### src/logic/memTypesPkg.sv
`default_nettype none

// Types and sizes shared by the bus, the translator and the memory
package memTypesPkg;

  // Memory is 16 pages of 256 bytes, one 32-bit word per entry
  localparam int memWords = 1024;

  // Number of translated pages, one table entry each
  localparam int pageCount = 16;

  // Byte lanes in a bus word
  localparam int laneCount = 4;

  // Cycles from acceptance of memReq to memReady
  localparam int waitStates = 2;

  // Counter wide enough to reach waitStates
  localparam int waitCntW = $clog2(waitStates + 1);

  // Address word, seen flat by the ports and split by the translator
  typedef union packed {
    logic [31:0] word;
    struct packed {
      // Not decoded by the memory
      logic [19:0] upper;
      logic [3:0]  page;
      // Byte within the page
      logic [7:0]  offset;
    } fields;
  } memAddrT;

  // One page-table entry
  typedef struct packed {
    logic       valid;
    logic [3:0] physPage;
  } pageEntryT;

  // Current bus owner, ownNone while the bus is idle
  typedef enum logic [1:0] {ownNone, ownFetch, ownData} ownerT;

endpackage

`default_nettype wire

### src/logic/pageTranslator.sv
`timescale 1ns/1ps
`default_nettype none

module pageTranslator import memTypesPkg::*; (
  input  logic                        clk,
  input  logic                        rstN,
  input  memAddrT                     virtAddr,
  input  logic                        mmuEnable,
  input  pageEntryT [pageCount-1:0]   pageTable,
  input  logic                        capture,
  output memAddrT                     physAddr,
  output logic                        pageFault
);

  // Table read index straight from the virtual page field
  logic [3:0] tableIdx;
  pageEntryT  entry;
  memAddrT    nextPhys;
  logic       nextFault;

  assign tableIdx = virtAddr.fields.page;
  assign entry    = pageTable[tableIdx];

  always_comb begin
    // MMU off means identity, no faults possible
    nextPhys  = virtAddr;
    nextFault = 1'b0;
    if (mmuEnable) begin
      // Swap in the physical page, keep upper and offset
      nextPhys.fields.page = entry.physPage;
      nextFault            = !entry.valid;
    end
  end

  // Fault flag is control state
  always_ff @(posedge clk) begin
    if (!rstN)
      pageFault <= 1'b0;
    else if (capture)
      pageFault <= nextFault;
  end

  // Held through the wait states even if the table is rewritten
  always_ff @(posedge clk) begin
    if (capture)
      physAddr <= nextPhys;
  end

endmodule

`default_nettype wire

### config.mk
export PLATFORM = sky130hd
export DESIGN_NAME = pageTranslator
export DESIGN_NICKNAME = d
export VERILOG_FILES = /design/src/logic/memTypesPkg.sv /design/src/logic/pageTranslator.sv
export SDC_FILE = /design/constraint.sdc
export NUM_CORES = 1
export LEC_CHECK = 0
export BUFFER_PORTS_ARGS = -buffer_cell sky130_fd_sc_hd__buf_2
export CAP_MARGIN = 20
export CELL_PAD_IN_SITES_DETAIL_PLACEMENT = 2
export CELL_PAD_IN_SITES_GLOBAL_PLACEMENT = 2
export CORE_UTILIZATION = 23
export CTS_BUF_LIST = sky130_fd_sc_hd__clkbuf_4 sky130_fd_sc_hd__clkbuf_8
export DETAILED_ROUTE_END_ITERATION = 10
export PLACE_DENSITY = 0.92
export SLEW_MARGIN = 40
export SYNTH_ARGS = -nofsm -noshare
export SYNTH_HDL_FRONTEND = slang
export SYNTH_SLANG_ARGS = --single-unit
### constraint.sdc
create_clock -name clk -period 2.03 [get_ports clk]
set_input_delay 0.1015 -clock clk [delete_from_list [all_inputs] [get_ports clk]]
set_output_delay 0.1015 -clock clk [all_outputs]
set_load 0.005 [all_outputs]
### Yosys cells after proc, flatten, opt, wreduce, memory -nomap -nowiden

Cells that the tools add are included.
Widths: inputs -> output; s select.

| cells by class | value |
|---|---|
| add/sub/neg operators | 0 |
| $mul | 0 |
| div/mod/pow operators | 0 |
| $lt $le $gt $ge | 1 |
| equal/unequal tests | 0 |
| shift operators | 0 |
| mux-type cells | 4 |
| bitwise operators | 0 |
| reductions and logical operators | 1 |

Operators with widths:

| kind | count |
|---|---|
| $bmux 5 s4 | 1 |
| $lt 4x5->1 const B | 1 |
| $mux 5 | 1 |
| $mux 4 | 1 |
| $logic_not 1->1 | 1 |
| $mux 1 | 1 |

| word-level totals | value |
|---|---|
| register bits | 33 |
| bits in latches | 0 |
| RAM bits | 0 |
| bits in read-only memories | 0 |
| bits of input ports | 116 |
| output and inout bits | 33 |
| logic and storage cells | 8 |
| memories | 0 |

### Longest topological paths before layout

Gate-level depths: netlist of run 1.

| depth | value |
|---|---|
| word-level depth | 4 |
| gate-level depth with buffers | 5 |
| gate-level depth less buffers | 3 |

### Least setup slack after synthesis of run 1

Ideal clock, no wire load.

| timing path | value |
|---|---|
| path type | input to register |
| start point | in virtAddr[8] (netlist name) |
| end point | reg physAddr[10] (netlist name), data pin |
| library setup time | 0.272 ns |
| arrival time | 1.340 ns |
| required time | 1.758 ns |
| slack | 0.419 ns |
| stages | 5 |
| buffers on the path | 2 |
| path through | buf_2 > buf_4 > mux4_2 > o221ai_1 > o31ai_1 |

RTL lines:

| item | RTL line | text |
|---|---|---|
| from (decl) | pageTranslator.sv:7 | `input memAddrT virtAddr,` |
| to (signal assigned) | pageTranslator.sv:46 | `physAddr <= nextPhys;` |
| to (decl) | pageTranslator.sv:11 | `output memAddrT physAddr,` |

==> results of run 1 <==
per-layer routing:
layer	global-route usage, %	up-vias
met5	0	-
met4	4.02	0
met3	7.39	6
met2	38.8	110
met1	18.0	762
li1	-	722
cell families (layout without fill, tap and decap cells):
group / after synthesis / count (layout)
flip-flops: 33 / 33
multiplexers: 25 / 25
AO/OA/AOI/OAI: 9 / 9
AND/OR/NAND/NOR: 9 / 9
buffers and inverters: 7 / 183
power breakdown:
| group | switching [W] | internal [W] | leakage [nW] | total (W) |
|---|---|---|---|---|
| logic | 0.000154 | 0.000225 | 0.920 | 0.000379 |
| registers | 0.0000211 | 0.000811 | 0.321 | 0.000832 |
| clock network | 0.000250 | 0.000251 | 0.0484 | 0.000502 |
| total | 0.000426 | 0.00129 | 1.29 | 0.00171 |
worst reg2reg max path: stages (launching register included):
cell      delay [ns]
dfxtp_1         0.31
nand3b_1        0.10
o21ai_2         0.06
sequential cells by signal (all words and copies together) (netlist names):
name,cells
pageFault,1
physAddr,32
synthesized netlist by cell type, drive strengths merged (2+ instances only):
cell type / count
o221ai: 2
o21ai: 3
clkbuf: 2
mux2i: 4
mux4: 21
edfxtp: 32
and2: 2
buf: 4
nand2b: 2
repair_timing:
| item | in CTS | in global routing |
|---|---|---|
| hold endpoints to repair | 16 | 7 |
| hold buffers | 16 | 7 |
| resized for setup | 0 | 0 |
layout make-up:
| cell class | instances | share of cell area, % |
|---|---|---|
| timing repair buffer | 174 | 34.9 |
| tap | 96 | 4.22 |
| multi-input combinational | 43 | 23.2 |
| clock buffer | 6 | 2.68 |
| sequential | 33 | 34.5 |
| inverter | 1 | 0.132 |
| clock inverter | 2 | 0.352 |
through the flow:
step	worst slack, ns	instance area [um^2]	instances	hold slack [ns]	power [W]
final	0.616	2850	355	-0.00344	0.00171
after global routing	0.515	2850	355	-0.00759	0.00180
after CTS	0.594	2780	348	0.000183	0.00169
after detailed placement	0.288	2530	324	0.280	0.00118
after global placement	0.348	2530	324	0.278	0.00115
after floorplan	0.419	1680	83	0.200	0.000966
worst max-delay path by stage:
| stage | to | slack (ns) | cells after the start |
|---|---|---|---|
| floorplan | physAddr[10] | 0.42 | 5 |
| global placement | physAddr[8] | 0.35 | 5 |
| detailed placement | physAddr[11] | 0.29 | 4 |
| CTS | physAddr[11] | 0.59 | 4 |
| global route | physAddr[11] | 0.51 | 4 |
| finish | physAddr[11] | 0.62 | 4 |
==> results.txt, run 1 <==
Hold Path Sink: physAddr[16]
Mapped Cells: 83
pwr/cell area: 602 mW/mm^2
# fillers: 733
vias: 1600
metal3 WL: 873 um
final clock skew: 0 ns
register area: 981 um^2
H-tree levels: 2
Ant. Diodes: 0
top cell family by delay on the critical path: multiplexers
Post-DRT Antenna Nets: 0
Initial Util: 24.3%
layout cells sized above 1: 67.6%
commonest non-fill, non-tap cell in the layout: buf_2
slew of the pin with the lowest slew margin: 0.742 ns
Min Hold Slack: -0.00344 ns
unrepaired setup endpoints after global routing: no
failing checks: hold timing
Max Freq: 707 MHz
Critical Path Fanout Max: 13
final slew viol count: 0
Slew headroom: 50.5%
yosys warns: 0
Worst path max stage delay: 0.57 ns
Total GRT Usage: 19.3%
die width: 87.5 um
worst hold path depth: 1
ys async rst share: 0%
Sum Neg Setup Slack: 0 ns
clk_lat worst skew: 0.28 ns
RR Endpoint: pageFault
sequential share of the synthesized area: 58.4%
adder-cell share of the synthesized area: 0%
R2R Setup Slk: 1.46 ns
synthesized-area fraction occupied by xor and xnor cells: 0%
Final #Nets: 374
Synth cell types: 25
cell taking the most area after synthesis: edfxtp_1
reg2reg path depth: 2
routability cong.: 0.706
WL met1: 2.54 mm
# port buffers: 148
Total Routed Length: 7.61 mm
fin util: 41.2%
most frequent cells in the layout: 148 x buf_2, 32 x edfxtp_1, 23 x dlygate4sd3_1, 15 x mux4_2, 6 x mux4_1
met2 wire len: 4.14 mm
ys flop type: edfxtp_1
syn_nets: 199
Num CTS Buffers: 5
routed vias/inst: 4.51
worst r2r src: pageFault
DRT Pass-1 Iters: 4
antenna violations before repair: 0
Hold Startpoint: virtAddr[16]
total gr overflow: 0
wire length per cell: 21.4 um
core area: 0.00691 mm^2
endpoints failing hold: 1
slowest CP cell: mux4_2
die area: 0.00765 mm^2
I/O pin total: 149
largest family of logic cells by synthesized area: multiplexers
largest net degree at the start of global routing: 35
Post-DP HPWL: 5.39 mm
mux cell area share after synthesis: 31.9%
Synth top area share: 57.2%
maximum clock insertion buffer count: 2
clk slew on worst S/H paths: 0.07 ns
Crit. Startpoint: virtAddr[8]
number of synthesized flops with an enable pin: 32
DRT iter0 DRCs: 45
startpoint types: input port
Setup Fix Bufs, Post-CTS: 0
Top Layer Used: met4
Root Buffer: clkbuf_8
#FFs+latches synth: 33
Cell Rows: 30
area of the multi-input gates: 661 um^2
P&R area growth vs syn: 69.3%
Sink Count: 33
Post-Synth Simple-Gate Area: 3.35%
WP data arrival: 1.43 ns
LEAKAGE: 1.29 nW
status: finished with violations
Critical Path RT: 2.05 ns
crit path kind: in2reg
Max Cap Violations: 0
post-synthesis compound-gate area fraction: 4.10%
Tcrit/Tclk final: 69.7%
first-pass GRT wire length: 10.4 mm
die height: 87.5 um
vias in the first global route: 1878
maximum vdd drop: 0.232 mV
WP buf/inv: 1
top post-synthesis cells by area: edfxtp_1 57%, mux4_2 20%, mux4_1 9.4%
min Tclk post-route: 1.41 ns
Critical Path Sink Type: flop
CTS tree: built
Post-route DRC: 0
cells along the critical path: buf_2 -> mux4_2 -> a221oi_1 -> a31oi_1
Syn Std Cell Area: 0.00168 mm^2
# setup viols final: 0
HP Class: in2reg
average size of a mapped cell: 20.2 um^2
Power figures use the tool's default switching activity.
==> inputs of run 2 (changes only) <==
--- a/config.mk
+++ b/config.mk
@@ -5,14 +5,15 @@
 export SDC_FILE = /design/constraint.sdc
 export NUM_CORES = 1
 export LEC_CHECK = 0
+export ABC_AREA = 1
 export BUFFER_PORTS_ARGS = -buffer_cell sky130_fd_sc_hd__buf_2
 export CAP_MARGIN = 20
 export CELL_PAD_IN_SITES_DETAIL_PLACEMENT = 2
 export CELL_PAD_IN_SITES_GLOBAL_PLACEMENT = 2
-export CORE_UTILIZATION = 23
+export CORE_UTILIZATION = 20
 export CTS_BUF_LIST = sky130_fd_sc_hd__clkbuf_4 sky130_fd_sc_hd__clkbuf_8
 export DETAILED_ROUTE_END_ITERATION = 10
-export PLACE_DENSITY = 0.92
+export PLACE_DENSITY = 0.9
 export SLEW_MARGIN = 40
 export SYNTH_ARGS = -nofsm -noshare
 export SYNTH_HDL_FRONTEND = slang
==> constraint.sdc (replaced) <==
create_clock -name clk -period 1.47 [get_ports clk]
set_input_delay 0.0735 -clock clk [delete_from_list [all_inputs] [get_ports clk]]
set_output_delay 0.0735 -clock clk [all_outputs]
set_load 0.005 [all_outputs]
==> run 2 against run 1 <==
Effect of this change: the run now ends clean; sequential share of layout area shrank 2.6 points; clock power grew 35%; utilization shrank 7.7 points; final cell count grew 45%.
==> results.txt, run 2 <==
Slew headroom: 75.1%
maximum clock insertion buffer count: 2
Sink Count: 33
Synth cell types: 22
Syn Std Cell Area: 0.00189 mm^2
first-pass GRT wire length: 13.3 mm
vias in the first global route: 2589
die width: 99.1 um
slowest CP cell: buf_2
most frequent cells in the layout: 148 x buf_2, 81 x nand2_1, 44 x nand3_1, 32 x edfxtp_1, 28 x dlygate4sd3_1
# port buffers: 148
Tcrit/Tclk final: 70.1%
#FFs+latches synth: 33
syn_nets: 344
Post-DRT Antenna Nets: 0
Synth top area share: 50.9%
cell taking the most area after synthesis: edfxtp_1
vias: 2280
Sum Neg Setup Slack: 0 ns
Post-DP Area: 0.00271 mm^2
wire length per cell: 16.4 um
P&R area growth vs syn: 63.2%
fin util: 33.5%
Post-route DRC: 0
total gr overflow: 0
# fillers: 1097
cells along the critical path: buf_2 -> inv_4 -> o21ai_1 -> nand2_1 -> nand3_1 -> nand2_1 -> o21ai_1 -> nand2_1
slew of the pin with the lowest slew margin: 0.372 ns
Post-DP HPWL: 6.30 mm
Min Hold Slack: 0.00953 ns
most common cell in the netlist: nand2_1
antenna violations before repair: 0
DRT iter0 DRCs: 33
Num CTS Buffers: 5
total power: 0.00240 W
Most common cell on crit path: nand2_1
Root Buffer: clkbuf_8
commonest non-fill, non-tap cell in the layout: buf_2
die area: 0.00983 mm^2
maximum vdd drop: 0.369 mV
Max Cap Violations: 0
min Tclk post-route: 1.03 ns
Critical Path Sink Type: flop
H-tree levels: 2
WP data arrival: 1.05 ns
sequential share of the synthesized area: 52.0%
ys flop type: edfxtp_1
routed vias/inst: 4.44
top flop regs: physAddr (32), pageFault (1)
routability cong.: 0.691
WP buf/inv: 2
layout cells sized above 1: 40.9%
yosys warns: 0
die height: 99.1 um
Synth top cells by count: 81 x nand2_1, 44 x nand3_1, 32 x edfxtp_1
CTS tree: built
Total GRT Usage: 17.6%
Initial Util: 20.5%
area of the multi-input gates: 722 um^2
Final #Nets: 518
clk slew on worst S/H paths: 0.08 ns
GR Util met1: 18.7%
largest net degree at the start of global routing: 40
clk_lat worst skew: 0.28 ns
# setup viols final: 0
HP Class: in2reg
Worst path max stage delay: 0.20 ns
Cell Rows: 35
status: complete, no violations
startpoint types: input port
crit path kind: in2reg
average size of a mapped cell: 8.28 um^2
Total Routed Length: 8.43 mm
met3 Use GR: 2.32%
Final Cell Area: 0.00308 mm^2
endpoints failing hold: 0
final slew viol count: 0
Critical Path RT: 1.49 ns
pwr/cell area: 779 mW/mm^2
number of synthesized flops with an enable pin: 32
top post-synthesis cells by area: edfxtp_1 51%, nand2_1 16%, nand3_1 12%
Mapped Cells: 228
register area: 981 um^2
Most flops, register: physAddr
Max Freq: 971 MHz
LEAKAGE: 1.54 nW
Critical Path Fanout Max: 39
GRT busiest layer: met2
ys async rst share: 0%
DRT Pass-1 Iters: 4
I/O pin total: 149
max reg flops: 32
Setup Fix Bufs, Post-CTS: 0
hold_buf cts: 28
final clock skew: 0 ns
core area: 0.00920 mm^2
unrepaired setup endpoints after global routing: no
Ant. Diodes: 0
routing usage on met2: 36.1%
top cell family by delay on the critical path: buffers and inverters
CTS resizes: 0
==> run 2: cell types whose count changed in the layout (fill, tap and decap cells not counted), sizes merged, moves of 5 or more <==
cell / change
a21oi: +5
dlygate4sd3: +5
inv: +18
mux4: -21
nand2: +80
nand3: +43
nor2: +11
o21ai: +7
==> run 2: final timing paths <==
check / end / slack, ns / start / cells past startpoint
setup / recovery: physAddr[11] / 0.44 / virtAddr[8] / 8
hold / removal: pageFault / 0.01 / rstN / 3
setup reg to reg: pageFault / 0.90 / pageFault / 2
hold reg to reg: pageFault / 0.47 / pageFault / 2
==> run 2: layout make-up <==
type,instances,area share (%)
well taps,111,4.51
multi-input cells,161,23.4
clock inverters,2,0.325
repair buffers,181,34.8
inverters,20,2.60
flip-flops and latches,33,31.9
clock buffers,6,2.48
==> run 2: metal layers <==
| layer | routed length, um | vias to the layer above |
|---|---|---|
| li1 | - | 1112 |
| met1 | 3200 | 1088 |
| met2 | 4810 | 72 |
| met3 | 304 | 8 |
| met4 | 119 | 0 |
| met5 | 0 | - |
==> run 2: report_power, final <==
part | internal (W) | switching [W]
Combinational | 0.000290 | 0.000286
Clock | 0.000347 | 0.000329
Sequential | 0.00112 | 0.0000273
Total | 0.00175 | 0.000643
==> run 2: per-stage QoR <==
| step | setup slack, ns | instances |
|---|---|---|
| 6_report | 0.440 | 514 |
| 5_1_grt | 0.308 | 514 |
| 4_1_cts | 0.448 | 514 |
| 3_5_place_dp | 0.151 | 478 |
| 3_3_place_gp | 0.247 | 478 |
| 2_1_floorplan | 0.422 | 228 |
==> run 2: cells by family (layout without fill, tap and decap cells) <==
group	Yosys count	in the layout	share of synthesized area (%)
AOI/OAI and AO/OA	21	21	6.96
buffers and inverters	34	209	9.75
DFF	33	33	52.0
and+or+nand+nor	140	140	31.3
==> run 2: worst min-delay path: stages <==
cell and delay [ns]:
buf_2 0.10, inv_1 0.04, a21oi_1 0.03
