$ cat src/logic/memTypesPkg.sv
`default_nettype none

// Types and sizes shared by the bus, the translator and the memory
package memTypesPkg;

  // Memory is 16 pages of 256 bytes, one 32-bit word per entry
  localparam int memWords = 1024;

  // Number of translated pages, one table entry each
  localparam int pageCount = 16;

  // Byte lanes in a bus word
  localparam int laneCount = 4;

  // Cycles from acceptance of memReq to memReady
  localparam int waitStates = 2;

  // Counter wide enough to reach waitStates
  localparam int waitCntW = $clog2(waitStates + 1);

  // Address word, seen flat by the ports and split by the translator
  typedef union packed {
    logic [31:0] word;
    struct packed {
      // Not decoded by the memory
      logic [19:0] upper;
      logic [3:0]  page;
      // Byte within the page
      logic [7:0]  offset;
    } fields;
  } memAddrT;

  // One page-table entry
  typedef struct packed {
    logic       valid;
    logic [3:0] physPage;
  } pageEntryT;

  // Current bus owner, ownNone while the bus is idle
  typedef enum logic [1:0] {ownNone, ownFetch, ownData} ownerT;

endpackage

`default_nettype wire

$ cat src/logic/busArbiter.sv
`timescale 1ns/1ps
`default_nettype none

module busArbiter import memTypesPkg::*; (
  input  logic  clk,
  input  logic  rstN,
  input  logic  fetchReq,
  input  logic  dataReq,
  input  logic  pageFault,
  input  logic  memReady,
  output ownerT owner,
  output logic  capture,
  output logic  memReq,
  output logic  fetchReady,
  output logic  dataReady,
  output logic  prefetchAbort,
  output logic  dataAbort
);

  // Held owner, ownNone means the FSM is idle
  ownerT ownerReg;
  // Set once memReq has gone out, so translate vs wait
  logic  inWait;
  ownerT grant;
  logic  idle;
  logic  translating;
  logic  waiting;
  logic  done;
  logic  fault;

  // Data port wins, as the memory stage would stall fetch
  assign grant = dataReq ? ownData : (fetchReq ? ownFetch : ownNone);

  assign idle        = (ownerReg == ownNone);
  assign translating = !idle && !inWait;
  assign waiting     = !idle && inWait;

  // During the grant cycle the mux already follows the new owner
  assign owner   = idle ? grant : ownerReg;
  // Translator samples the granted address at the end of the grant cycle
  assign capture = idle && (grant != ownNone);

  // Request held from good translation until memReady
  assign memReq = (translating && !pageFault) || waiting;

  // Fault ends the transfer right away, memory is never touched
  assign fault = translating && pageFault;
  assign done  = fault || (waiting && memReady);

  // Only the owner sees its ready and abort
  assign fetchReady    = done && (ownerReg == ownFetch);
  assign dataReady     = done && (ownerReg == ownData);
  assign prefetchAbort = fault && (ownerReg == ownFetch);
  assign dataAbort     = fault && (ownerReg == ownData);

  always_ff @(posedge clk) begin
    if (!rstN) begin
      ownerReg <= ownNone;
      inWait   <= 1'b0;
    end else if (idle) begin
      ownerReg <= grant;
      inWait   <= 1'b0;
    end else if (translating) begin
      // Fault returns to idle, otherwise wait for memory
      if (pageFault)
        ownerReg <= ownNone;
      else
        inWait <= 1'b1;
    end else if (memReady) begin
      // Back to idle for one cycle before the next grant
      ownerReg <= ownNone;
      inWait   <= 1'b0;
    end
  end

endmodule

`default_nettype wire

$ cat config.mk
export PLATFORM = sky130hd
export DESIGN_NAME = busArbiter
export DESIGN_NICKNAME = d
export VERILOG_FILES = /design/src/logic/memTypesPkg.sv /design/src/logic/busArbiter.sv
export SDC_FILE = /design/constraint.sdc
export NUM_CORES = 1
export LEC_CHECK = 0
export ABC_AREA = 1
export BUFFER_PORTS_ARGS = -buffer_cell sky130_fd_sc_hd__buf_2
export CAP_MARGIN = 10
export CORE_AREA = 3 3 40 42
export CTS_CLUSTER_SIZE = 12
export DETAILED_ROUTE_END_ITERATION = 8
export DIE_AREA = 0 0 43 45
export PLACE_DENSITY_LB_ADDON = 0.3
export SYNTH_ARGS = -nofsm -noshare
export SYNTH_HDL_FRONTEND = slang
export SYNTH_SLANG_ARGS = --single-unit
$ cat constraint.sdc
create_clock -name clk -period 1.7 [get_ports clk]
set_input_delay 0.17 -clock clk [delete_from_list [all_inputs] [get_ports clk]]
set_output_delay 0.17 -clock clk [all_outputs]
set_load 0.01 [all_outputs]
# Word-level counts from Yosys, hierarchy flattened
# Cells that the tools add are included.
dict set report op_classes {
  n_eq_ne 4
  n_mux 10
  bitwise_logic 1
  reduce_logical 22
}
# cell n
set ops {}
lappend ops {{two-way mux 2 bit} 6}
lappend ops {{logical AND 1 bit} 10}
lappend ops {{two-way mux 1 bit} 4}
lappend ops {{AND reduction 2 bit} 2}
lappend ops {{nonzero test 2 bit} 2}
lappend ops {{logical NOT 1 bit} 3}
lappend ops {{inequality test 3 bit, second input constant} 1}
lappend ops {{nonzero test 3 bit} 1}
lappend ops {{equality test 2 x 1 -> 1 bit, second input constant} 1}
lappend ops {{equality test 2 bit, second input constant} 1}
lappend ops {{logical NOT 2 bit} 1}
lappend ops {{logical OR 1 bit} 2}
lappend ops {{inequality test 2 bit, second input constant} 1}
lappend ops {{OR reduction 2 bit} 1}
lappend ops {{inverter 1 bit} 1}
dict set report word_totals {
  ff_bits 3
  input_bits 6
  output_inout_bits 8
  wordCells 39
}

# Depth between registers and ports, before layout
# Gate-level depths: netlist (run 1).
dict set report logic_depth {
  ltp_word 6
  mapped_depth 6
  ltp_nobuf 6
}

# Worst setup path after synthesis (run 1)
# OpenSTA, ideal clock, no wires.
dict set report synth_timing {
  path_type {register to output}
  from {register ownerReg[0]}
  to {output port dataReady}
  arrival_ns 0.946
  required_time_ns 1.530
  path_slack_ns 0.584
  stages_incl_launch_ff 7
  path_buffers 0
  cell_sequence {dfxtp_1 inv_2 nand2_4 nand3_2 nand2_1 inv_2 nor3_2}
}
dict set report synth_between {
  elab_chain_cells 6
  word_cells_on_any_way 9
  cone_classes {eq/ne: 1; reduce/logical: 8}
}
# element line
set synth_lines {}
lappend synth_lines {{from (decl)} busArbiter.sv:21} ;# ownerT ownerReg;
lappend synth_lines {{from (signal assigned)} busArbiter.sv:58} ;# ownerReg <= ownNone;
lappend synth_lines {{from (signal assigned)} busArbiter.sv:61} ;# ownerReg <= grant;
lappend synth_lines {{from (signal assigned)} busArbiter.sv:66} ;# ownerReg <= ownNone;
lappend synth_lines {{logical NOT 2 bit} busArbiter.sv:34} ;# assign idle = (ownerReg == ownNone);
lappend synth_lines {{logical NOT 1 bit} {busArbiter.sv:35, busArbiter.sv:36}}
lappend synth_lines {{logical AND 1 bit (on tied branches)} {busArbiter.sv:35, busArbiter.sv:36}}
lappend synth_lines {{logical AND 1 bit (on tied branches)} {busArbiter.sv:47, busArbiter.sv:48}}
lappend synth_lines {{logical OR 1 bit} busArbiter.sv:48} ;# assign done = fault || (waiting && memReady);
lappend synth_lines {{logical AND 1 bit *} busArbiter.sv:52} ;# assign dataReady = done && (ownerReg == ownData);
lappend synth_lines {{to (decl)} busArbiter.sv:15} ;# output logic dataReady,
# Mark *: on every way between the ends. The rest lies on a longest branch, timed or not.

# Worst setup path after layout (run 1)
dict set report layout_timing {
  from {register ownerReg[0]}
  to {output port fetchReady}
}
dict set report layout_between {
  elab_chain_cells 6
  word_cells_on_any_way 9
  cone_classes {eq/ne: 1; reduce/logical: 8}
}
# element line
set layout_lines {}
lappend layout_lines {{logical NOT 2 bit} busArbiter.sv:34}
lappend layout_lines {{logical NOT 1 bit} {busArbiter.sv:35, busArbiter.sv:36}}
lappend layout_lines {{logical AND 1 bit (on tied branches)} {busArbiter.sv:35, busArbiter.sv:36}}
lappend layout_lines {{logical AND 1 bit (on tied branches)} {busArbiter.sv:47, busArbiter.sv:48}}
lappend layout_lines {{logical OR 1 bit} busArbiter.sv:48}
lappend layout_lines {{logical AND 1 bit *} busArbiter.sv:51} ;# assign fetchReady = done && (ownerReg == ownFetch);
lappend layout_lines {{to (decl)} busArbiter.sv:14} ;# output logic fetchReady,
# Marked as above.

==> results.toml, run 1 <==
[outcome]
status = "complete, no violations"

[global_route]
grt_start_max_net_pins = 8
grt_pass1_vias = 261
grt_pass1_wl_microns = 1110
antenna_found_initial = 0
track_usage_pct = 8.40
overflow = 0

[synth]
netlist.area_leader.share_pct = 23.1
synth_edf_count = 0
synthAdderAreaFrac_pct = 0
syn-num-nets = 45
synthTopCellsByCount = "nor2_1, inv_1"
synthFlopType = "dfxtp_1"
ys_seq_area_share_pct = 23.1
netlist_instances = 39
synthSimpleGateAreaFrac_pct = 54.8
synth_area_per_cell_sq_um = 6.67
yosys.area_share.xor_xnor_pct = 0
synth_most_common_cell = "nor2_1"
synth_cell_types = 17
syn_area_sq_um = 260
muxShareOfSynthArea_pct = 0
yosys.area.top_type = "dfxtp_1"
synth_compound_gate_area_share_pct = 10.6
ys.warnings.count = 0
synth_seq_cells = 3
async_flop_share_pct = 0
synth_top_family_by_area = "simple AND/OR/NAND/NOR gates"
synth.area.top_cells = "dfxtp_1, nand3b_2, nor2_1"

[power_and_ir_drop]
p_leak_uw = 0.000208
power_density_nw_per_um2 = 1080
ir_drop_mv = 0.319

[timing]
tns_ns = 0
final_hold_viol_count = 0
rsz0062_at_grt = "false"
finalClockSkew_ns = 0.00567
worst_slack_ns = 0.216
finalMaxSlewViolations = 0
tightest_slew_ns = 0.211
slew_headroom_pct = 85.8
max_freq_mhz = 674
period_share_pct = 87.3
timing.final.crit_period_ns = 1.48
setup_viol = 0

[critical_path]
critPathLaunchType = "flip-flop"
required_ns = 1.53
cp.arrival_ns = 1.31
critPathMaxFanout = 7
worstSetupPathType = "flip-flop to primary output"
crit_path_end_kind = "primary output"

[clocking]
cts_hold_buffers = 0
clock_tree.root_cell = "clkbuf_4"
clock_path_buffers = 2
h-tree-depth = 1
clk_pin_slew_ns = 0.04
cts_tree = "built"
cts.repair.resized = 0
cts_sinks = 3
postCtsSetupBuffers = 0
numCtsBuffers = 3
clock_latency_ns = 0.23

[finish]
nets = 63
area.growth.synth_to_final_pct = 42.3
nFillCells = 164
final_area_sq_um = 370
utilization_pct = 28.8
antenna_cells = 0
post_route_cells_drive_above_1_share_pct = 46.4

[floorplan]
num_io_pins = 14
die-area_sq_um = 1940
die_h_microns = 45
core_sq_um = 1280
die_w_microns = 43
rows = 13
start_util_pct = 20.3

[routing]
wl_per_cell_microns = 9.30
drcViolationCount = 0
drt_iter0_drc = 0
drt-pass1-iter-count = 1
ant_nets = 0
finalWirelength_microns = 660
via_count = 298
viasPerCell = 4.20

[placement]
placed_cell_area_sq_um = 344
hpwl_microns = 527
place.gp.congestion = 0.711
place_ws_ns = 0.452
io_buffers = 13

[hold_path]
hold_path_class = "primary input to flip-flop"

[flow_run]
cap_violations = 0
-- through the flow --
| stage | hold WS, ns | instances | power [uW] |
|---|---|---|---|
| 2_1_floorplan | 0.291 | 39 | 221 |
| 3_3_place_gp | 0.423 | 67 | 276 |
| 3_5_place_dp | 0.427 | 67 | 275 |
| 4_1_cts | 0.177 | 71 | 410 |
| 5_1_grt | 0.186 | 71 | 439 |
| 6_report | 0.182 | 71 | 399 |
-- placed cells by master (no fill, tap or decap) --
master    Yosys  final
nand2_2       1      1
inv_1         5      5
buf_2         0     13
nand2_1       3      3
clkbuf_1      0      1
nor3_1        1      1
nand2_4       1      1
dfxtp_1       3      3
inv_2         3      3
nand3_1       3      3
nor3_2        2      2
a21oi_1       3      3
nand3b_2      2      2
a21boi_0      1      1
nor2_1        6      6
or2_1         1      1
nand4_1       2      2
clkbuf_4      0      3
o21ai_0       1      1
nand3_2       1      1
-- final timing paths --
check / startpoint / end / slack (ns) / cells after the start
min: rstN / ownerReg[0] / 0.18 / 3
max: ownerReg[0] / fetchReady / 0.22 / 7
min reg2reg: inWait / inWait / 0.57 / 2
max reg2reg: ownerReg[0] / ownerReg[1] / 0.67 / 6
-- worst max-delay path: stages, from the launching register on --
cell and delay [ns]:
dfxtp_1 0.42, inv_2 0.10, nand2_4 0.12, nand3_2 0.09, nand2_1 0.09, inv_2 0.05, nor3_2 0.08, buf_2 0.14
-- final cells by class --
cell class	count	area, sq um	area share [%]
timing repair buffer	13	65.1	17.6
multi-input combinational	28	170	45.9
sequential	3	60.1	16.2
inverter	8	30.0	8.11
tap	15	18.8	5.07
clock buffer	4	26.3	7.09
-- layer usage --
layer	track usage (%)	vias up	wire length, microns	share of wire, %
met1	8.41	125	288	44
li1	-	163	-	-
met3	5.98	0	57	8.6
met4	5.42	0	0	0
met5	0	-	0	0
met2	12.6	10	315	48
-- power by group --
group          switching [uW]  internal, uW  total [uW]
Clock                    38.4          88.1         127
Sequential               16.0          82.5        98.5
Combinational             108          65.6         174
Total                     163           236         399
-- kinds of logic (layout without fill, tap and decap cells) --
family,Yosys count,in the layout
simple gates,23,23
compound gates,5,5
buf+inv,8,25
flops,3,3
-- state kept, by name (all words and copies together) (netlist names) --
| register | count |
|---|---|
| ownerReg | 2 |
| inWait | 1 |
No activity file was read; power rests on OpenSTA's default activity.
==> inputs of run 2 (changes only) <==
Settings changed: ABC_AREA 1 to 0.
==> results.toml, run 2 <==
[outcome]
status = "complete, no violations"

[routing]
viasPerCell = 3.95
wl_per_cell_microns = 8.84
drt-pass1-iter-count = 4
drcViolationCount = 0
ant_nets = 0
via_count = 229
finalWirelength_microns = 513
drt_iter0_drc = 8

[placement]
hpwl_microns = 388
placed_cell_area_sq_um = 287
dp.cells = 54
io_buffers = 13
place_ws_ns = 0.575
place.gp.congestion = 0.646

[synth]
async_flop_share_pct = 0
synth_compound_gate_area_share_pct = 17.3
muxShareOfSynthArea_pct = 10.5
synthFlopType = "dfxtp_1"
synth_seq_cells = 3
synth.area.top_cells = "dfxtp_1, nor2_1, nand2b_1"
synth_top_family_by_area = "simple AND/OR/NAND/NOR gates"
synth_edf_count = 0
synthSimpleGateAreaFrac_pct = 40.7
synthTopCellsByCount = "nor2_1, dfxtp_1, nand2b_1, nand2_1"
yosys.area_share.xor_xnor_pct = 0
synth_most_common_cell = "nor2_1"
synthAdderAreaFrac_pct = 0
netlist.area_leader.share_pct = 29.6
syn-num-nets = 32
ys.warnings.count = 0
netlist_instances = 26
yosys.area.top_type = "dfxtp_1"
synth_cell_types = 16
ys_seq_area_share_pct = 29.6
synth_area_per_cell_sq_um = 7.80
syn_area_sq_um = 203

[clocking]
clk_pin_slew_ns = 0.04
cts_tree = "built"
cts_hold_buffers = 0
numCtsBuffers = 3
clock_tree.root_cell = "clkbuf_4"
cts.repair.resized = 0
clock_latency_ns = 0.23
h-tree-depth = 1
postCtsSetupBuffers = 0
cts_sinks = 3
clock_path_buffers = 2

[global_route]
grt_pass1_wl_microns = 765
grt_pass1_vias = 189
grt_start_max_net_pins = 10
overflow = 0
track_usage_pct = 5.74
antenna_found_initial = 0

[floorplan]
rows = 13
die_w_microns = 43
core_sq_um = 1280
num_io_pins = 14
die_h_microns = 45
die-area_sq_um = 1940
start_util_pct = 15.8

[finish]
final_area_sq_um = 313
layout_commonest_cell = "buf_2"
nFillCells = 151
antenna_cells = 0
layout.cells.non_filler = 58
reg_top3 = "ownerReg: 2 flops, inWait: 1 flops"
largest_reg_flops = 2
regMostFlops = "ownerReg"
nets = 50
multi_input_area_sq_um = 139
final_cell_mix = "buf_2, nor2_1, nand2b_1, clkbuf_4, dfxtp_1"
regArea_sq_um = 60.1
area.growth.synth_to_final_pct = 54.3
post_route_cells_drive_above_1_share_pct = 44.2

[power_and_ir_drop]
power_density_nw_per_um2 = 882
ir_drop_mv = 0.255
p_leak_uw = 0.000157

[timing]
worst_slack_ns = 0.322
finalClockSkew_ns = 0.00285
final_hold_viol_count = 0
slew_headroom_pct = 81.7
timing.final.crit_period_ns = 1.38
max_freq_mhz = 726
rsz0062_at_grt = "false"
tightest_slew_ns = 0.266
setup_viol = 0
finalMaxSlewViolations = 0
period_share_pct = 81.0
tns_ns = 0

[flow_run]
cap_violations = 0

[critical_path]
worstPathBufferInverterCount = 1
cp.arrival_ns = 1.21
r2r_start = "ownerReg[0]"
cp_slowest_stage_delay_ns = 0.41
critPathMaxFanout = 9
slowest_stage = "or3b_1"
crit_path_end_kind = "primary output"
critPathTopFamily = "simple AND/OR/NAND/NOR gates"
critPathLaunchType = "flip-flop"
path_cells = "or3b_1, nand2_1, buf_2"
startpoint = "ownerReg[1]"
worstSetupPathType = "flip-flop to primary output"
required_ns = 1.53

[hold_path]
hold_path_class = "primary input to flip-flop"
min-delay-start = "rstN"
==> run 2: logic make-up after synthesis <==
logic type      after synthesis
simple gates                 15
compound gates                5
flops                         3
mux                           2
buf+inv                       1
==> run 2: report_power, final <==
part	switching, uW	internal, uW
Combinational	30.3	33.3
Clock	39.5	88.1
Sequential	8.46	76.1
Total	78.3	198
==> run 2: routing by layer <==
metal  wire [microns]  track usage (%)  up-vias
met4                0             9.04        0
li1                 -                -      125
met3               60             2.39        0
met1              259             7.43       93
met2              193             5.09       11
met5                0                0        -
==> run 2: cell type report <==
cell class	count	share of cell area, %
flip-flops and latches	3	19.2
repair buffers	13	20.8
clock buffers	4	8.40
multi-input cells	22	44.4
well taps	15	6.00
inverters	1	1.20
==> run 2: final timing paths <==
| path | slack [ns] | depth (start not counted) | endpoint |
|---|---|---|---|
| worst max-delay path | 0.32 | 3 | owner[0] |
| worst min-delay path | 0.21 | 3 | inWait |
| worst max register to register | 0.67 | 2 | ownerReg[1] |
| worst min register to register | 0.57 | 2 | ownerReg[0] |
==> run 2: through the flow <==
stage | hold slack, ns | power (uW) | util [%]
floorplan | 0.306 | 123 | -
global placement | 0.460 | 150 | 22.3
detailed placement | 0.461 | 150 | 22.3
CTS | 0.204 | 286 | 24.3
global route | 0.219 | 298 | 24.3
finish | 0.214 | 276 | 24.3
==> run 2: worst min-delay path, cell delays in order <==
cell and delay [ns]:
buf_2 0.12, o21ai_0 0.07, nor2_1 0.04
==> inputs of run 3 (changes only) <==
Settings changed: ABC_AREA 0 to 1.
Clock period 1.7 ns to 1.4 ns, I/O delays scaled along.
==> results.toml, run 3 (synthesis gave the netlist of run 1 again) <==
[routing]
viasPerCell = 4.33
drt_iter0_drc = 7
via_count = 325
wl_per_cell_microns = 9.08
finalWirelength_microns = 681
drt-pass1-iter-count = 4
ant_nets = 0
drcViolationCount = 0

[global_route]
overflow = 0
grt_use_met1_pct = 7.71
grt.busiest_layer = "met2"
grt_start_max_net_pins = 8
track_usage_pct = 7.66
met3_usage_pct = 3.98
met2_usage_pct = 11.4
grt_pass1_wl_microns = 1040
antenna_found_initial = 0
grt_pass1_vias = 271

[finish]
area.growth.synth_to_final_pct = 63.9
regMostFlops = "ownerReg"
final_cell_mix = "buf_2, nor2_1, inv_1, buf_4"
layout_commonest_cell = "buf_2"
layout.cells.non_filler = 75
final_area_sq_um = 427
reg_top3 = "ownerReg: 2 flops, inWait: 1 flops"
nFillCells = 152
nets = 67
largest_reg_flops = 2
antenna_cells = 0
utilization_pct = 33.2
post_route_cells_drive_above_1_share_pct = 58.3

[power_and_ir_drop]
power_density_nw_per_um2 = 1290
p_switching_uw = 220
p_int_uw = 333
pwr-share-comb_pct = 50.5
ir_drop_mv = 0.314
clockPowerShare_pct = 27.8
p_leak_uw = 0.000231
power_frac_seq_pct = 21.7
switching_share_pct = 39.7

[timing]
finalClockSkew_ns = 0.00390
setup_viol = 0
finalMaxSlewViolations = 0
tightest_slew_ns = 0.191
timing.final.crit_period_ns = 1.32
slew_headroom_pct = 87.3
tns_ns = 0
final_hold_viol_count = 0
max_freq_mhz = 757
period_share_pct = 94.3
worst_slack_ns = 0.0795

[floorplan]
rows = 13
num_io_pins = 14
die-area_sq_um = 1940
core_sq_um = 1280
start_util_pct = 20.3
die_h_microns = 45
die_w_microns = 43

[outcome]
status = "complete, no violations"

[placement]
place_ws_ns = 0.227
dp.cells = 68
placed_cell_area_sq_um = 352
io_buffers = 13
hpwl_microns = 502
place.gp.congestion = 0.680

[critical_path]
crit_path_end_kind = "primary output"
cp.arrival_ns = 1.18
worstSetupPathType = "flip-flop to primary output"
required_ns = 1.26
critPathLaunchType = "flip-flop"
critPathMaxFanout = 6

[clocking]
clock_path_buffers = 2
cts_sinks = 3
h-tree-depth = 1
clk_pin_slew_ns = 0.04
numCtsBuffers = 3
clock_tree.root_cell = "clkbuf_4"
clock_latency_ns = 0.24
cts_tree = "built"
cts_hold_buffers = 0

[hold_path]
hold_path_class = "primary input to flip-flop"

[flow_run]
cap_violations = 0
==> run 3: cell count changes in the layout (fill, tap and decap cells not counted), moves of 2 or more <==
| cell | previous run | this run |
|---|---|---|
| buf_4 | 0 | 4 |
| a21oi_1 | 0 | 3 |
| inv_1 | 1 | 4 |
| inv_2 | 0 | 3 |
| nand2b_1 | 3 | 0 |
| nor3_2 | 0 | 3 |
| nand2_2 | 0 | 2 |
| nand3_1 | 0 | 2 |
| nand3b_2 | 0 | 2 |
| nand4_1 | 0 | 2 |
==> run 3: cell type report <==
cell class,count,area (sq um),area share [%]
repair buffers,17,95.1,22.3
inverters,8,32.5,7.62
clock buffers,4,26.3,6.16
well taps,15,18.8,4.40
flip-flops and latches,3,63.8,15.0
multi-input cells,28,190,44.6
==> run 3: power groups by stage <==
stage	Sequential (uW)	Clock, uW	Combinational (uW)
floorplan	117	0	151
global placement	116	0	227
detailed placement	115	0	225
CTS	115	161	225
global route	123	169	315
finish	120	154	279
==> run 3: path summary, 6_finish.rpt <==
check | start | endpoint | slack, ns | cells after the start
min reg2reg | inWait | inWait | 0.58 | 2
max reg2reg | ownerReg[1] | ownerReg[1] | 0.34 | 7
min | rstN | ownerReg[1] | 0.14 | 3
max | ownerReg[1] | dataReady | 0.08 | 7
==> run 3: routing by layer <==
| layer | wire length [microns] | vias to the layer above |
|---|---|---|
| met1 | 269 | 138 |
| met2 | 332 | 14 |
| met5 | 0 | - |
| met4 | 12 | 0 |
| met3 | 66 | 2 |
| li1 | - | 171 |
==> run 3: what timing repair did <==
| item | in CTS | in global routing |
|---|---|---|
| gates resized for setup | 1 | 7 |
| buffers inserted | 0 | 3 |
| setup endpoints to repair | 2 | 3 |
| pin swaps | 0 | 1 |
==> run 3: critical path, stage by stage, from the launching register on <==
cell	delay [ns]
dfxtp_4	0.36
inv_4	0.05
nand2_4	0.11
nand3_4	0.08
nand2_2	0.07
inv_2	0.04
nor3_2	0.08
buf_2	0.14
==> run 3: through the flow <==
| step | hold WS (ns) | power [uW] |
|---|---|---|
| 6_report | 0.136 | 552 |
| 4_1_cts | 0.131 | 501 |
| 3_5_place_dp | 0.391 | 340 |
| 2_1_floorplan | 0.261 | 268 |
| 5_1_grt | 0.165 | 607 |
| 3_3_place_gp | 0.390 | 343 |
