--- config.mk ---
export PLATFORM = sky130hd
export DESIGN_NAME = coprocRegs
export DESIGN_NICKNAME = d
export VERILOG_FILES = /design/src/logic/memTypesPkg.sv /design/src/logic/coprocRegPkg.sv /design/src/logic/coprocRegs.sv
export SDC_FILE = /design/constraint.sdc
export NUM_CORES = 1
export LEC_CHECK = 0
export BUFFER_PORTS_ARGS = -buffer_cell sky130_fd_sc_hd__buf_2
export CAP_MARGIN = 5
export CORE_ASPECT_RATIO = 1.4
export CORE_MARGIN = 8
export CORE_UTILIZATION = 54
export DETAILED_ROUTE_END_ITERATION = 12
export PLACE_DENSITY = 0.85
export SYNTH_ARGS = -nofsm -noshare
export SYNTH_HDL_FRONTEND = slang
export SYNTH_SLANG_ARGS = --single-unit
--- constraint.sdc ---
create_clock -name clk -period 6 [get_ports clk]
set_input_delay 1.2 -clock clk [delete_from_list [all_inputs] [get_ports clk]]
set_output_delay 1.2 -clock clk [all_outputs]
set_load 0.05 [all_outputs]
--- src/logic/memTypesPkg.sv ---
`default_nettype none

// Types and sizes shared by the bus, the translator and the memory
package memTypesPkg;

  // Memory is 16 pages of 256 bytes, one 32-bit word per entry
  localparam int memWords = 1024;

  // Number of translated pages, one table entry each
  localparam int pageCount = 16;

  // Byte lanes in a bus word
  localparam int laneCount = 4;

  // Cycles from acceptance of memReq to memReady
  localparam int waitStates = 2;

  // Counter wide enough to reach waitStates
  localparam int waitCntW = $clog2(waitStates + 1);

  // Address word, seen flat by the ports and split by the translator
  typedef union packed {
    logic [31:0] word;
    struct packed {
      // Not decoded by the memory
      logic [19:0] upper;
      logic [3:0]  page;
      // Byte within the page
      logic [7:0]  offset;
    } fields;
  } memAddrT;

  // One page-table entry
  typedef struct packed {
    logic       valid;
    logic [3:0] physPage;
  } pageEntryT;

  // Current bus owner, ownNone while the bus is idle
  typedef enum logic [1:0] {ownNone, ownFetch, ownData} ownerT;

endpackage

`default_nettype wire

--- src/logic/coprocRegPkg.sv ---
`default_nettype none

// Coprocessor register map for the MMU control port
package coprocRegPkg;

  // Control register, holds the MMU enable
  localparam logic [3:0] cpRegControl = 4'd1;

  // Index of the page-table entry seen through cpRegTableEntry
  localparam logic [3:0] cpRegTableIndex = 4'd2;

  // Window onto the page-table entry at the current index
  localparam logic [3:0] cpRegTableEntry = 4'd3;

  // Bit positions in the control register
  localparam logic [3:0] ctrlMmuEnable = 4'd0;

endpackage

`default_nettype wire

--- src/logic/coprocRegs.sv ---
`timescale 1ns/1ps
`default_nettype none

module coprocRegs import memTypesPkg::*, coprocRegPkg::*; (
  input  logic                      clk,
  input  logic                      rstN,
  input  logic                      cpWrEn,
  input  logic [3:0]                cpAddr,
  input  logic [31:0]               cpWdata,
  output logic [31:0]               cpRdata,
  output logic                      mmuEnable,
  output pageEntryT [pageCount-1:0] pageTable
);

  // Selects which entry cpRegTableEntry reads and writes
  logic [3:0] tableIndex;

  // Register writes land on the next rising edge
  always_ff @(posedge clk) begin
    if (!rstN) begin
      mmuEnable  <= 1'b0;
      tableIndex <= '0;
      // Every entry starts invalid
      pageTable  <= '0;
    end else if (cpWrEn) begin
      case (cpAddr)
        cpRegControl: begin
          mmuEnable <= cpWdata[ctrlMmuEnable];
        end
        cpRegTableIndex: begin
          tableIndex <= cpWdata[3:0];
        end
        cpRegTableEntry: begin
          // Low bits are valid and physical page
          pageTable[tableIndex] <= pageEntryT'(cpWdata[$bits(pageEntryT)-1:0]);
        end
        default: begin
        end
      endcase
    end
  end

  // Combinational read, zero-extended
  always_comb begin
    cpRdata = '0;
    case (cpAddr)
      cpRegControl:    cpRdata[ctrlMmuEnable] = mmuEnable;
      cpRegTableIndex: cpRdata[3:0] = tableIndex;
      cpRegTableEntry: cpRdata[$bits(pageEntryT)-1:0] = pageTable[tableIndex];
      // Unknown numbers read zero
      default:         cpRdata = '0;
    endcase
  end

endmodule

`default_nettype wire

-- After elaboration in Yosys (flattened, before gate mapping)
Cells that the tools add are included.
Widths: inputs -> output; s select.
- register bits after elaboration: 85
- word-level logic and storage cells: 51
- equal/unequal tests: 3
- mux-type cells: 8
- $lt $le $gt $ge: 2
- reduce and logical (&&, ||, !) cells: 4
- operators by type and width (operator ; number):
    $bwmux 80 ; 1
    $bmux 5 s4 ; 1
    $demux 5 s4 ; 1
    $mux 5 ; 2
    $eq 4x2->1 const B ; 2
    $pmux 3 s2 ; 1
    $reduce_and 2->1 ; 3
    $lt 4x5->1 const B ; 1
    $eq 4x1->1 const B ; 1
    $ge 4x1->1 const B ; 1
    $pmux 1 s3 ; 1
    $logic_and 1x1->1 ; 1
    $mux 1 ; 1

-- Logic depth before layout (Yosys ltp)
Gate-level depths: netlist (run 1).
- word-level depth: 5
- depth in mapped cells: 6
- mapped depth without buffers: 4

-- Worst setup path after synthesis (run 1)
OpenSTA, ideal clock, no wires.
- path type: input to output
- from: input cpAddr[0]
- to: output cpRdata[4]
- arrival time: 2.633 ns
- stages: 5
- buffers on the path: 2
- path slack: 2.167 ns
- cell sequence: buf_2 > nor4bb_1 > buf_2 > nand2b_1 > o22ai_1
- word-level cells in the longest chain between the ends: 2
- ends and longest elaborated chain (item ; RTL line ; text):
    start, declared ; coprocRegs.sv:8 ; input logic [3:0] cpAddr,
    $eq 4x2->1 ; coprocRegs.sv:46 ; case (cpAddr)
    $mux 1 ; coprocRegs.sv:46 ;
    end, declared ; coprocRegs.sv:10 ; output logic [31:0] cpRdata,
Every way passes these cells.

-- Worst setup path in the final report (run 1)
- from: register tableIndex[0]
- to: output cpRdata[2]
- word-level cells in the longest chain between the ends: 3
- ends and longest elaborated chain (item ; RTL line ; text):
    start, declared ; coprocRegs.sv:16 ; logic [3:0] tableIndex;
    start signal, assigned ; coprocRegs.sv:31 ; tableIndex <= cpWdata[3:0];
    $bmux 5 s4 ; coprocRegs.sv:49 ; cpRegTableEntry: cpRdata[$bits(pageEntryT)-1:0] = pageTable[tableIndex];
    $mux 5 (not written as such) ; coprocRegs.sv:49 ;
    $pmux 3 s2 ; coprocRegs.sv:46 ;
Every way passes these cells. The select of a mux whose other input is x is not followed.

==> results_dict.tcl, run 1 <==
set metrics [dict create \
    outcome "finished clean" \
    place_hpwl_um 8290 \
    die_width_um 92.7 \
    cp-start-kind "flip-flop" \
    fillerInstances 670 \
    postCtsSetupBuffers 0 \
    finalSetupViolations 0 \
    period_share_pct 68.0 \
    final_cell_mix "buf_2 (97), mux2i_1 (90), nor2b_1 (90), dfxtp_1 (85), conb_1 (27)" \
    grt_pass1_wl_um 17600 \
    synth_seq_area_share_pct 38.3 \
    htree_num_levels 3 \
    cts_buffers 9 \
    final_core_util_pct 63.7 \
    clock_latency_ns 0.34 \
    start_util_pct 54.9 \
    drive_gt1_share_pct 29.7 \
    ys_ff_latch 85 \
    setup-tns-final_ns 0 \
    slew_headroom_pct 20.0 \
    rsz0062_at_grt "false" \
    clockBufferDepth 2 \
    hold_class "reg -> reg" \
    gp_congestion 0.795 \
    p_switching_mw 0.290 \
    reg2reg_depth 5 \
    die_h_um 123 \
    drv_slew 0 \
    core_um2 8100 \
    place_area_um2 4820 \
    stdcell_area_um2 5160 \
    powerDensity_nw_per_um2 250 \
    cts_tree "built" \
    hold_buffers 0 \
    syn2layout_area_growth_pct 16.1 \
    p_clk_share_pct 49.4 \
    clock-sinks 85 \
    cp.required_ns 4.80 \
    drtIter0Drc 256 \
    critical_path_class "reg -> out" \
    tightest_slew_ns 1.20 \
    power.internal_mw 1.00 \
    synthDistinctLibCells 31 \
    cts.clk_slew.worst_paths_ns 0.06 \
    syn_inst 400 \
    fmax_mhz 245 \
    maxCapViolCount 0 \
    ctsResizeCount 0 \
    final-hold-violation-count 0 \
    routed_wl_um 11500 \
    pwr-share-seq_pct 43.9 \
    grt_max_degree 86 \
    via_count 3219 \
    wl_per_cell_um 19.6 \
    finalCriticalPeriod_ns 4.08 \
    detail-route-antenna-nets 0 \
    crit_path_end_kind "primary output" \
    drcViolationCount 0 \
    p_leak_nw 2.31 \
    syn-cell-area_um2 4440 \
    crit_arrival_ns 2.88 \
    path_max_fanout 14 \
    final_common_cell "buf_2" \
    die-area_um2 11400 \
    first_pass_iters 4 \
    worst_ir_drop_vdd_uv 174 \
    grt.overflow.total 0 \
    cts_root_buf "clkbuf_16" \
    n_antenna_cell 0 \
    nets 516 \
    viasPerCell 5.51 \
    yosysWarnings 0 \
    grt_pass1_vias 3337 \
    switching_share_pct 22.5 \
    postSynthAreaPerCell_um2 11.1 \
    combPwrFrac_pct 6.6 \
    ios 152 \
    antenna_found_initial 0 \
    row_count 39 \
    min_path_cells 2 \
    grt_usage_pct 20.0 \
    port_buffers 97 \
    skew_ns 0.00482 \
]
## logic make-up after synthesis
group / share of synthesized area (%)
flip-flops: 38.3
AND/OR/NAND/NOR: 21.0
other: 0.0844
AO/OA/AOI/OAI: 1.32
multiplexers: 31.1
buffers and inverters: 8.17
## power by group through the flow
stage               Sequential, mW  Combinational, mW  Clock (mW)
floorplan                    0.580             0.0866           0
finish                       0.568             0.0857       0.639
CTS                          0.568             0.0847       0.645
global placement             0.580             0.0831           0
detailed placement           0.580             0.0843           0
global route                 0.567             0.0898       0.668
## metal layers
layer / wire [um] / global-route usage, % / vias to the layer above
li1: - / - / 1504
met1: 4330 / 21.1 / 1585
met2: 6120 / 36.1 / 110
met3: 742 / 4.74 / 20
met4: 285 / 10.6 / 0
met5: 0 / 0 / -
## worst max-delay path, cell delays in order (launching register included)
cell	delay (ns)
dfxtp_1	0.80
buf_4	0.39
mux4_2	0.54
a22oi_1	0.22
o22ai_1	0.13
o2bb2ai_1	0.22
buf_2	0.23
## stage by stage
step / instances / total power [mW] / worst slack (ns) / hold slack, ns
finish: 584 / 1.29 / 1.92 / 0.537
global route: 584 / 1.33 / 1.71 / 0.550
CTS: 584 / 1.30 / 1.92 / 0.536
detailed placement: 568 / 0.664 / 2.20 / 0.524
global placement: 568 / 0.663 / 2.20 / 0.513
floorplan: 426 / 0.667 / 2.17 / 0.727
## final timing paths
check / slack (ns) / to / from
max: 1.92 / cpRdata[2] / tableIndex[0]$_SDFFE_PN0P_
min: 0.54 / pageTable[37]$_SDFFE_PN0P_ / pageTable[37]$_SDFFE_PN0P_
min reg2reg: 0.54 / pageTable[37]$_SDFFE_PN0P_ / pageTable[37]$_SDFFE_PN0P_
max reg2reg: 3.57 / pageTable[18]$_SDFFE_PN0P_ / tableIndex[0]$_SDFFE_PN0P_
## final cells by class
type                    count  area, um^2  share of cell area, %
repair buffers            100         508                   9.85
clock inverters             4        95.1                   1.84
clock buffers              12         246                   4.78
multi-input cells         280        2480                   48.0
well taps                 102         128                   2.47
inverters                   1        3.75                 0.0728
flip-flops and latches     85        1700                   33.0
## cells in the mapped netlist
| cell type | number | share of area, % |
|---|---|---|
| a211o_1 | 1 | 0.20 |
| inv_2 | 1 | 0.084 |
| nor2b_1 | 90 | 13 |
| buf_4 | 31 | 5.2 |
| buf_2 | 8 | 0.90 |
| nor3b_1 | 1 | 0.17 |
| buf_6 | 1 | 0.25 |
| mux2i_1 | 90 | 20 |
| conb_1 | 1 | 0.084 |
| nor2_1 | 2 | 0.17 |
| mux4_1 | 2 | 1.2 |
| and2_1 | 2 | 0.28 |
| o22ai_1 | 3 | 0.42 |
| nor4bb_1 | 1 | 0.23 |
| nand3b_1 | 2 | 0.34 |
| mux4_2 | 19 | 9.6 |
| nand4b_1 | 1 | 0.20 |
| nand4_1 | 8 | 1.1 |
| or2_2 | 1 | 0.14 |
| a22oi_1 | 1 | 0.17 |
| o21ai_0 | 1 | 0.11 |
| nand2_1 | 11 | 0.93 |
| clkbuf_1 | 17 | 1.4 |
| and3_1 | 1 | 0.14 |
| nand4bb_1 | 1 | 0.25 |
| buf_1 | 3 | 0.25 |
| nor4_4 | 8 | 3.8 |
| a21oi_1 | 2 | 0.23 |
| o2bb2ai_1 | 1 | 0.20 |
| nand2b_1 | 4 | 0.56 |
| dfxtp_1 | 85 | 38 |
## state kept, by name, indices dropped and copies added, names as in the netlist
signal      flops
pageTable      80
tableIndex      4
mmuEnable       1
(Power assumes the default switching activity.)
==> inputs of run 2 (changes only) <==
--- a/config.mk
+++ b/config.mk
@@ -9,9 +9,9 @@
 export CAP_MARGIN = 5
 export CORE_ASPECT_RATIO = 1.4
 export CORE_MARGIN = 8
-export CORE_UTILIZATION = 54
+export CORE_UTILIZATION = 51
 export DETAILED_ROUTE_END_ITERATION = 12
-export PLACE_DENSITY = 0.85
+export PLACE_DENSITY = 0.81
 export SYNTH_ARGS = -nofsm -noshare
 export SYNTH_HDL_FRONTEND = slang
 export SYNTH_SLANG_ARGS = --single-unit
==> constraint.sdc (replaced) <==
create_clock -name clk -period 3.85 [get_ports clk]
set_input_delay 0.77 -clock clk [delete_from_list [all_inputs] [get_ports clk]]
set_output_delay 0.77 -clock clk [all_outputs]
set_load 0.05 [all_outputs]
==> run 2 against run 1 <==
Effect of this change:
- highest routed layer is now met5
- final cell count grew 0.86%
- clock skew is essentially flat
- largest cell class unchanged
- register-to-register slack lost 2.1 ns
- combinational power grew 56%
- critical path type unchanged
- first-iteration DRC count shrank 22%
- flip-flop and latch count is the same
==> results_dict.tcl, run 2 (synthesis results as in run 1) <==
set metrics [dict create \
    outcome "finished clean" \
    worstPathCellList "buf_4, mux4_2, nand2_1, a21oi_1, a211o_1, buf_2" \
    viasPerCell 5.42 \
    postCtsSetupBuffers 0 \
    grt_usage_pct 19.1 \
    gp_congestion 0.809 \
    top_register "pageTable" \
    drive_gt1_share_pct 30.2 \
    clock_latency_ns 0.34 \
    die-area_um2 12000 \
    wl_per_cell_um 19.7 \
    syn2layout_area_growth_pct 16.2 \
    cts_root_buf "clkbuf_16" \
    largest_registers "pageTable x80, tableIndex x4, mmuEnable x1" \
    hold_buffers 0 \
    fmax_mhz 295 \
    worst_ir_drop_vdd_uv 284 \
    cpPeakStageDelay_ns 0.75 \
    core_um2 8510 \
    ios 152 \
    ctsResizeCount 0 \
    die_h_um 126 \
    slowest_stage "dfxtp_1" \
    critical_path_class "reg -> out" \
    die_width_um 94.9 \
    via_count 3194 \
    multi_input_area_um2 2480 \
    drv_slew 0 \
    p_leak_nw 2.31 \
    final_cell_mix "buf_2 (97), mux2i_1 (90), nor2b_1 (90), dfxtp_1 (85), conb_1 (27)" \
    critical_path_buf_inv_count 2 \
    finalCriticalPeriod_ns 3.39 \
    crit_arrival_ns 2.62 \
    busiest_layer "met2" \
    cp-start-kind "flip-flop" \
    grt_pass1_vias 3204 \
    n_antenna_cell 0 \
    powerDensity_nw_per_um2 379 \
    path_max_fanout 13 \
    finalWorstSetupSlack_ns 0.463 \
    period_share_pct 88.0 \
    final_common_cell "buf_2" \
    routed_wl_um 11600 \
    clockBufferDepth 2 \
    grtUsageMet2_pct 32.9 \
    drtIter0Drc 200 \
    final-hold-violation-count 0 \
    grt_util_met1_pct 21.5 \
    clock-sinks 85 \
    drcViolationCount 0 \
    antenna_found_initial 1 \
    seq_area_um2 1700 \
    final_core_util_pct 60.7 \
    grt_pass1_wl_um 17700 \
    fin_total_pwr_mw 1.96 \
    start_util_pct 52.2 \
    cts.clk_slew.worst_paths_ns 0.06 \
    cts_tree "built" \
    port_buffers 97 \
    setup-tns-final_ns 0 \
    rsz0062_at_grt "false" \
    cpLargestDelayFamily "flip-flops" \
    finalSetupViolations 0 \
    cp.required_ns 3.08 \
    first_pass_iters 4 \
    dp_slack_ns 0.834 \
    grt_max_degree 86 \
    hold-worst-slack_ns 0.540 \
    grt.overflow.total 0 \
    htree_num_levels 3 \
    row_count 40 \
    use_met3_pct 4.96 \
    fillerInstances 738 \
    cts_buffers 9 \
    nets 518 \
    skew_ns 0.00440 \
    slew_headroom_pct 20.5 \
    hold_class "reg -> reg" \
    largest_register_ffs 80 \
    place_hpwl_um 8380 \
    tightest_slew_ns 1.19 \
    crit_path_end_kind "primary output" \
    detail-route-antenna-nets 0 \
    maxCapViolCount 0 \
]
run 2: cell count changes in the layout (fill, tap and decap cells not counted), sizes merged:
cell / previous run / this run
buf: 100 / 102
bufinv: 3 / 2
clkinv: 1 / 2
run 2: final timing paths:
path | start | end | slack (ns) | depth (start not counted)
worst max-delay path | tableIndex[0]$_SDFFE_PN0P_ | cpRdata[0] | 0.46 | 6
worst min-delay path | pageTable[14]$_SDFFE_PN0P_ | pageTable[14]$_SDFFE_PN0P_ | 0.54 | 2
worst max register to register | tableIndex[3]$_SDFFE_PN0P_ | pageTable[51]$_SDFFE_PN0P_ | 1.47 | 3
worst min register to register | pageTable[14]$_SDFFE_PN0P_ | pageTable[14]$_SDFFE_PN0P_ | 0.54 | 2
run 2: stage by stage:
stage / instances / cell area (um^2)
2_1_floorplan: 426 / 4540
3_3_place_gp: 573 / 4840
3_5_place_dp: 573 / 4840
4_1_cts: 589 / 5160
5_1_grt: 589 / 5160
6_report: 589 / 5160
run 2: report_power, final:
group	internal [mW]	switching (mW)	leakage, nW
clock network	0.601	0.339	0.163
logic	0.0297	0.104	1.46
registers	0.881	0.00371	0.684
run 2: area by class of cell:
type	count	area share (%)
sequential	85	33.0
clock buffer	12	4.97
tap	105	2.54
clock inverter	4	1.36
inverter	1	0.0727
multi-input combinational	280	48.0
timing repair buffer	102	10.1
run 2: worst min-delay path, stage by stage, from the launching register on:
cell and delay [ns]:
dfxtp_1 0.32, mux2i_1 0.12, nor2b_1 0.05
run 2: per-layer routing:
metal / vias up / share of wire, %
li1: 1501 / -
met1: 1555 / 39
met4: 2 / 1.8
met2: 119 / 51
met3: 17 / 8.3
met5: - / 0.069
==> inputs of run 3 (changes only) <==
--- a/config.mk
+++ b/config.mk
@@ -5,13 +5,14 @@
 export SDC_FILE = /design/constraint.sdc
 export NUM_CORES = 1
 export LEC_CHECK = 0
+export ABC_CLOCK_PERIOD_IN_PS = 3850
 export BUFFER_PORTS_ARGS = -buffer_cell sky130_fd_sc_hd__buf_2
 export CAP_MARGIN = 5
 export CORE_ASPECT_RATIO = 1.4
 export CORE_MARGIN = 8
-export CORE_UTILIZATION = 51
+export CORE_UTILIZATION = 50
 export DETAILED_ROUTE_END_ITERATION = 12
-export PLACE_DENSITY = 0.81
+export PLACE_DENSITY = 0.8
 export SYNTH_ARGS = -nofsm -noshare
 export SYNTH_HDL_FRONTEND = slang
 export SYNTH_SLANG_ARGS = --single-unit
==> run 3 against run 2 <==
Effect of this change:
- flip-flop and latch count stayed put
- final cell count fell by 0.51%
- via count down 0.85%
- worst setup slack gained 0.040 ns
- count of clock-buffer cells in the layout unchanged
- core utilization decreased by 1.2 points
- hold slack got worse by 0.0042 ns
- critical path depth did not move
- first-iteration DRC count is 7.0% higher
- non-clock buffer count fell by 1
- critical path type unchanged
- critical endpoint unchanged
- largest power group is now registers
==> results_dict.tcl, run 3 (synthesis results as in run 1) <==
set metrics [dict create \
    cpLargestDelayFamily "flip-flops" \
    ctsResizeCount 0 \
    grt_max_degree 86 \
    finalWorstSetupSlack_ns 0.503 \
    critical_path_class "reg -> out" \
    tightest_slew_ns 1.17 \
    grt_pass1_vias 3232 \
    grt.overflow.total 0 \
    final_common_cell "buf_2" \
    maxCapViolCount 0 \
    row_count 40 \
    fillerInstances 766 \
    cts_root_buf "clkbuf_16" \
    drv_slew 0 \
    postCtsSetupBuffers 0 \
    clock_latency_ns 0.34 \
    cts.clk_slew.worst_paths_ns 0.06 \
    worstPathCellList "buf_12, mux4_2, nand2_1, a21oi_1, a211o_1, buf_2" \
    largest_register_ffs 80 \
    stdcell_area_um2 5120 \
    finalCriticalPeriod_ns 3.35 \
    first_pass_iters 4 \
    cpPeakStageDelay_ns 0.75 \
    die_h_um 128 \
    crit_arrival_ns 2.58 \
    detail-route-antenna-nets 0 \
    cts_buffers 9 \
    grt_usage_pct 19.1 \
    die-area_um2 12200 \
    worst_ir_drop_vdd_uv 298 \
    routed_wl_um 11500 \
    seq_area_um2 1700 \
    final_cell_mix "buf_2 (97), mux2i_1 (90), nor2b_1 (90), dfxtp_1 (85), conb_1 (27)" \
    crit_path_end_kind "primary output" \
    place_area_um2 4840 \
    gp_congestion 0.785 \
    multi_input_area_um2 2480 \
    dp_slack_ns 0.865 \
    start_util_pct 51.6 \
    critical_path_buf_inv_count 2 \
    final_core_util_pct 59.5 \
    path_max_fanout 17 \
    syn2layout_area_growth_pct 15.3 \
    largest_registers "pageTable x80, tableIndex x4, mmuEnable x1" \
    hold_buffers 0 \
    viasPerCell 5.40 \
    cp-start-kind "flip-flop" \
    r2r_slack_ns 1.41 \
    reg2reg_depth 3 \
    nets 517 \
    port_buffers 97 \
    clock-sinks 85 \
    slowest_stage "dfxtp_1" \
    cp.required_ns 3.08 \
    fin_total_pwr_mw 1.87 \
    place_hpwl_um 8300 \
    n_antenna_cell 0 \
    hold_start "pageTable[33]$_SDFFE_PN0P_" \
    die_width_um 95.7 \
    drtIter0Drc 214 \
    period_share_pct 86.9 \
    setup-tns-final_ns 0 \
    p_leak_nw 2.28 \
    skew_ns 0.00367 \
    final-hold-violation-count 0 \
    drcViolationCount 0 \
    ios 152 \
    r2r_end "pageTable[78]$_SDFFE_PN0P_" \
    top_register "pageTable" \
    fmax_mhz 299 \
    r2r-start "tableIndex[3]$_SDFFE_PN0P_" \
    hold_end "pageTable[33]$_SDFFE_PN0P_" \
    finalSetupViolations 0 \
    rsz0062_at_grt "false" \
    core_um2 8610 \
    cts_tree "built" \
    grt_pass1_wl_um 17800 \
    min_path_cells 2 \
    clockBufferDepth 2 \
    antenna_found_initial 0 \
    outcome "finished clean" \
    wl_per_cell_um 19.6 \
    hold_class "reg -> reg" \
    powerDensity_nw_per_um2 364 \
    slew_headroom_pct 22.0 \
    via_count 3167 \
    drive_gt1_share_pct 29.5 \
    htree_num_levels 3 \
]
run 3: changes by cell type in the layout (fill, tap and decap cells not counted):
cell / delta
clkbuf_8: -1
buf_12: +1
clkbuf_1: +1
buf_4: -2
clkinv_2: -1
bufinv_16: -1
run 3: where the power goes:
group | total (mW) | internal [mW] | switching [mW]
sequential | 0.885 | 0.881 | 0.00374
clock | 0.849 | 0.512 | 0.336
combinational | 0.134 | 0.0299 | 0.104
run 3: area by class of cell:
class / instances / area share [%]
clock buffer: 12 / 4.81
inverter: 1 / 0.0733
clock inverter: 2 / 0.684
timing repair buffer: 101 / 10.3
sequential: 85 / 33.2
multi-input combinational: 280 / 48.3
tap: 105 / 2.56
run 3: worst max path at each step:
stage	from	endpoint	slack, ns	cells after the start
after detailed placement	tableIndex[0]$_SDFFE_PN0P_	cpRdata[0]	0.87	6
after global placement	tableIndex[0]$_SDFFE_PN0P_	cpRdata[0]	0.89	6
after floorplan	cpAddr[0]	cpRdata[4]	0.88	5
after global routing	tableIndex[0]$_SDFFE_PN0P_	cpRdata[0]	0.40	6
after CTS	tableIndex[0]$_SDFFE_PN0P_	cpRdata[0]	0.49	6
final	tableIndex[0]$_SDFFE_PN0P_	cpRdata[0]	0.50	6
run 3: layer usage:
metal,global-route usage (%),vias up,wire length [um]
met5,0,-,0
li1,-,1497,-
met1,22.3,1535,4610
met3,4.81,22,786
met4,7.99,0,271
met2,31.8,113,5840
run 3: through the flow:
step,hold WS (ns),std cells
5_1_grt,0.553,586
3_5_place_dp,0.528,572
4_1_cts,0.539,586
6_report,0.535,586
2_1_floorplan,0.727,426
3_3_place_gp,0.512,572
run 3: worst register-to-register path: stages, from the launching register on:
cell and delay, ns:
dfxtp_1 1.10, nand4_1 0.74, mux2i_1 0.40, nor2b_1 0.09
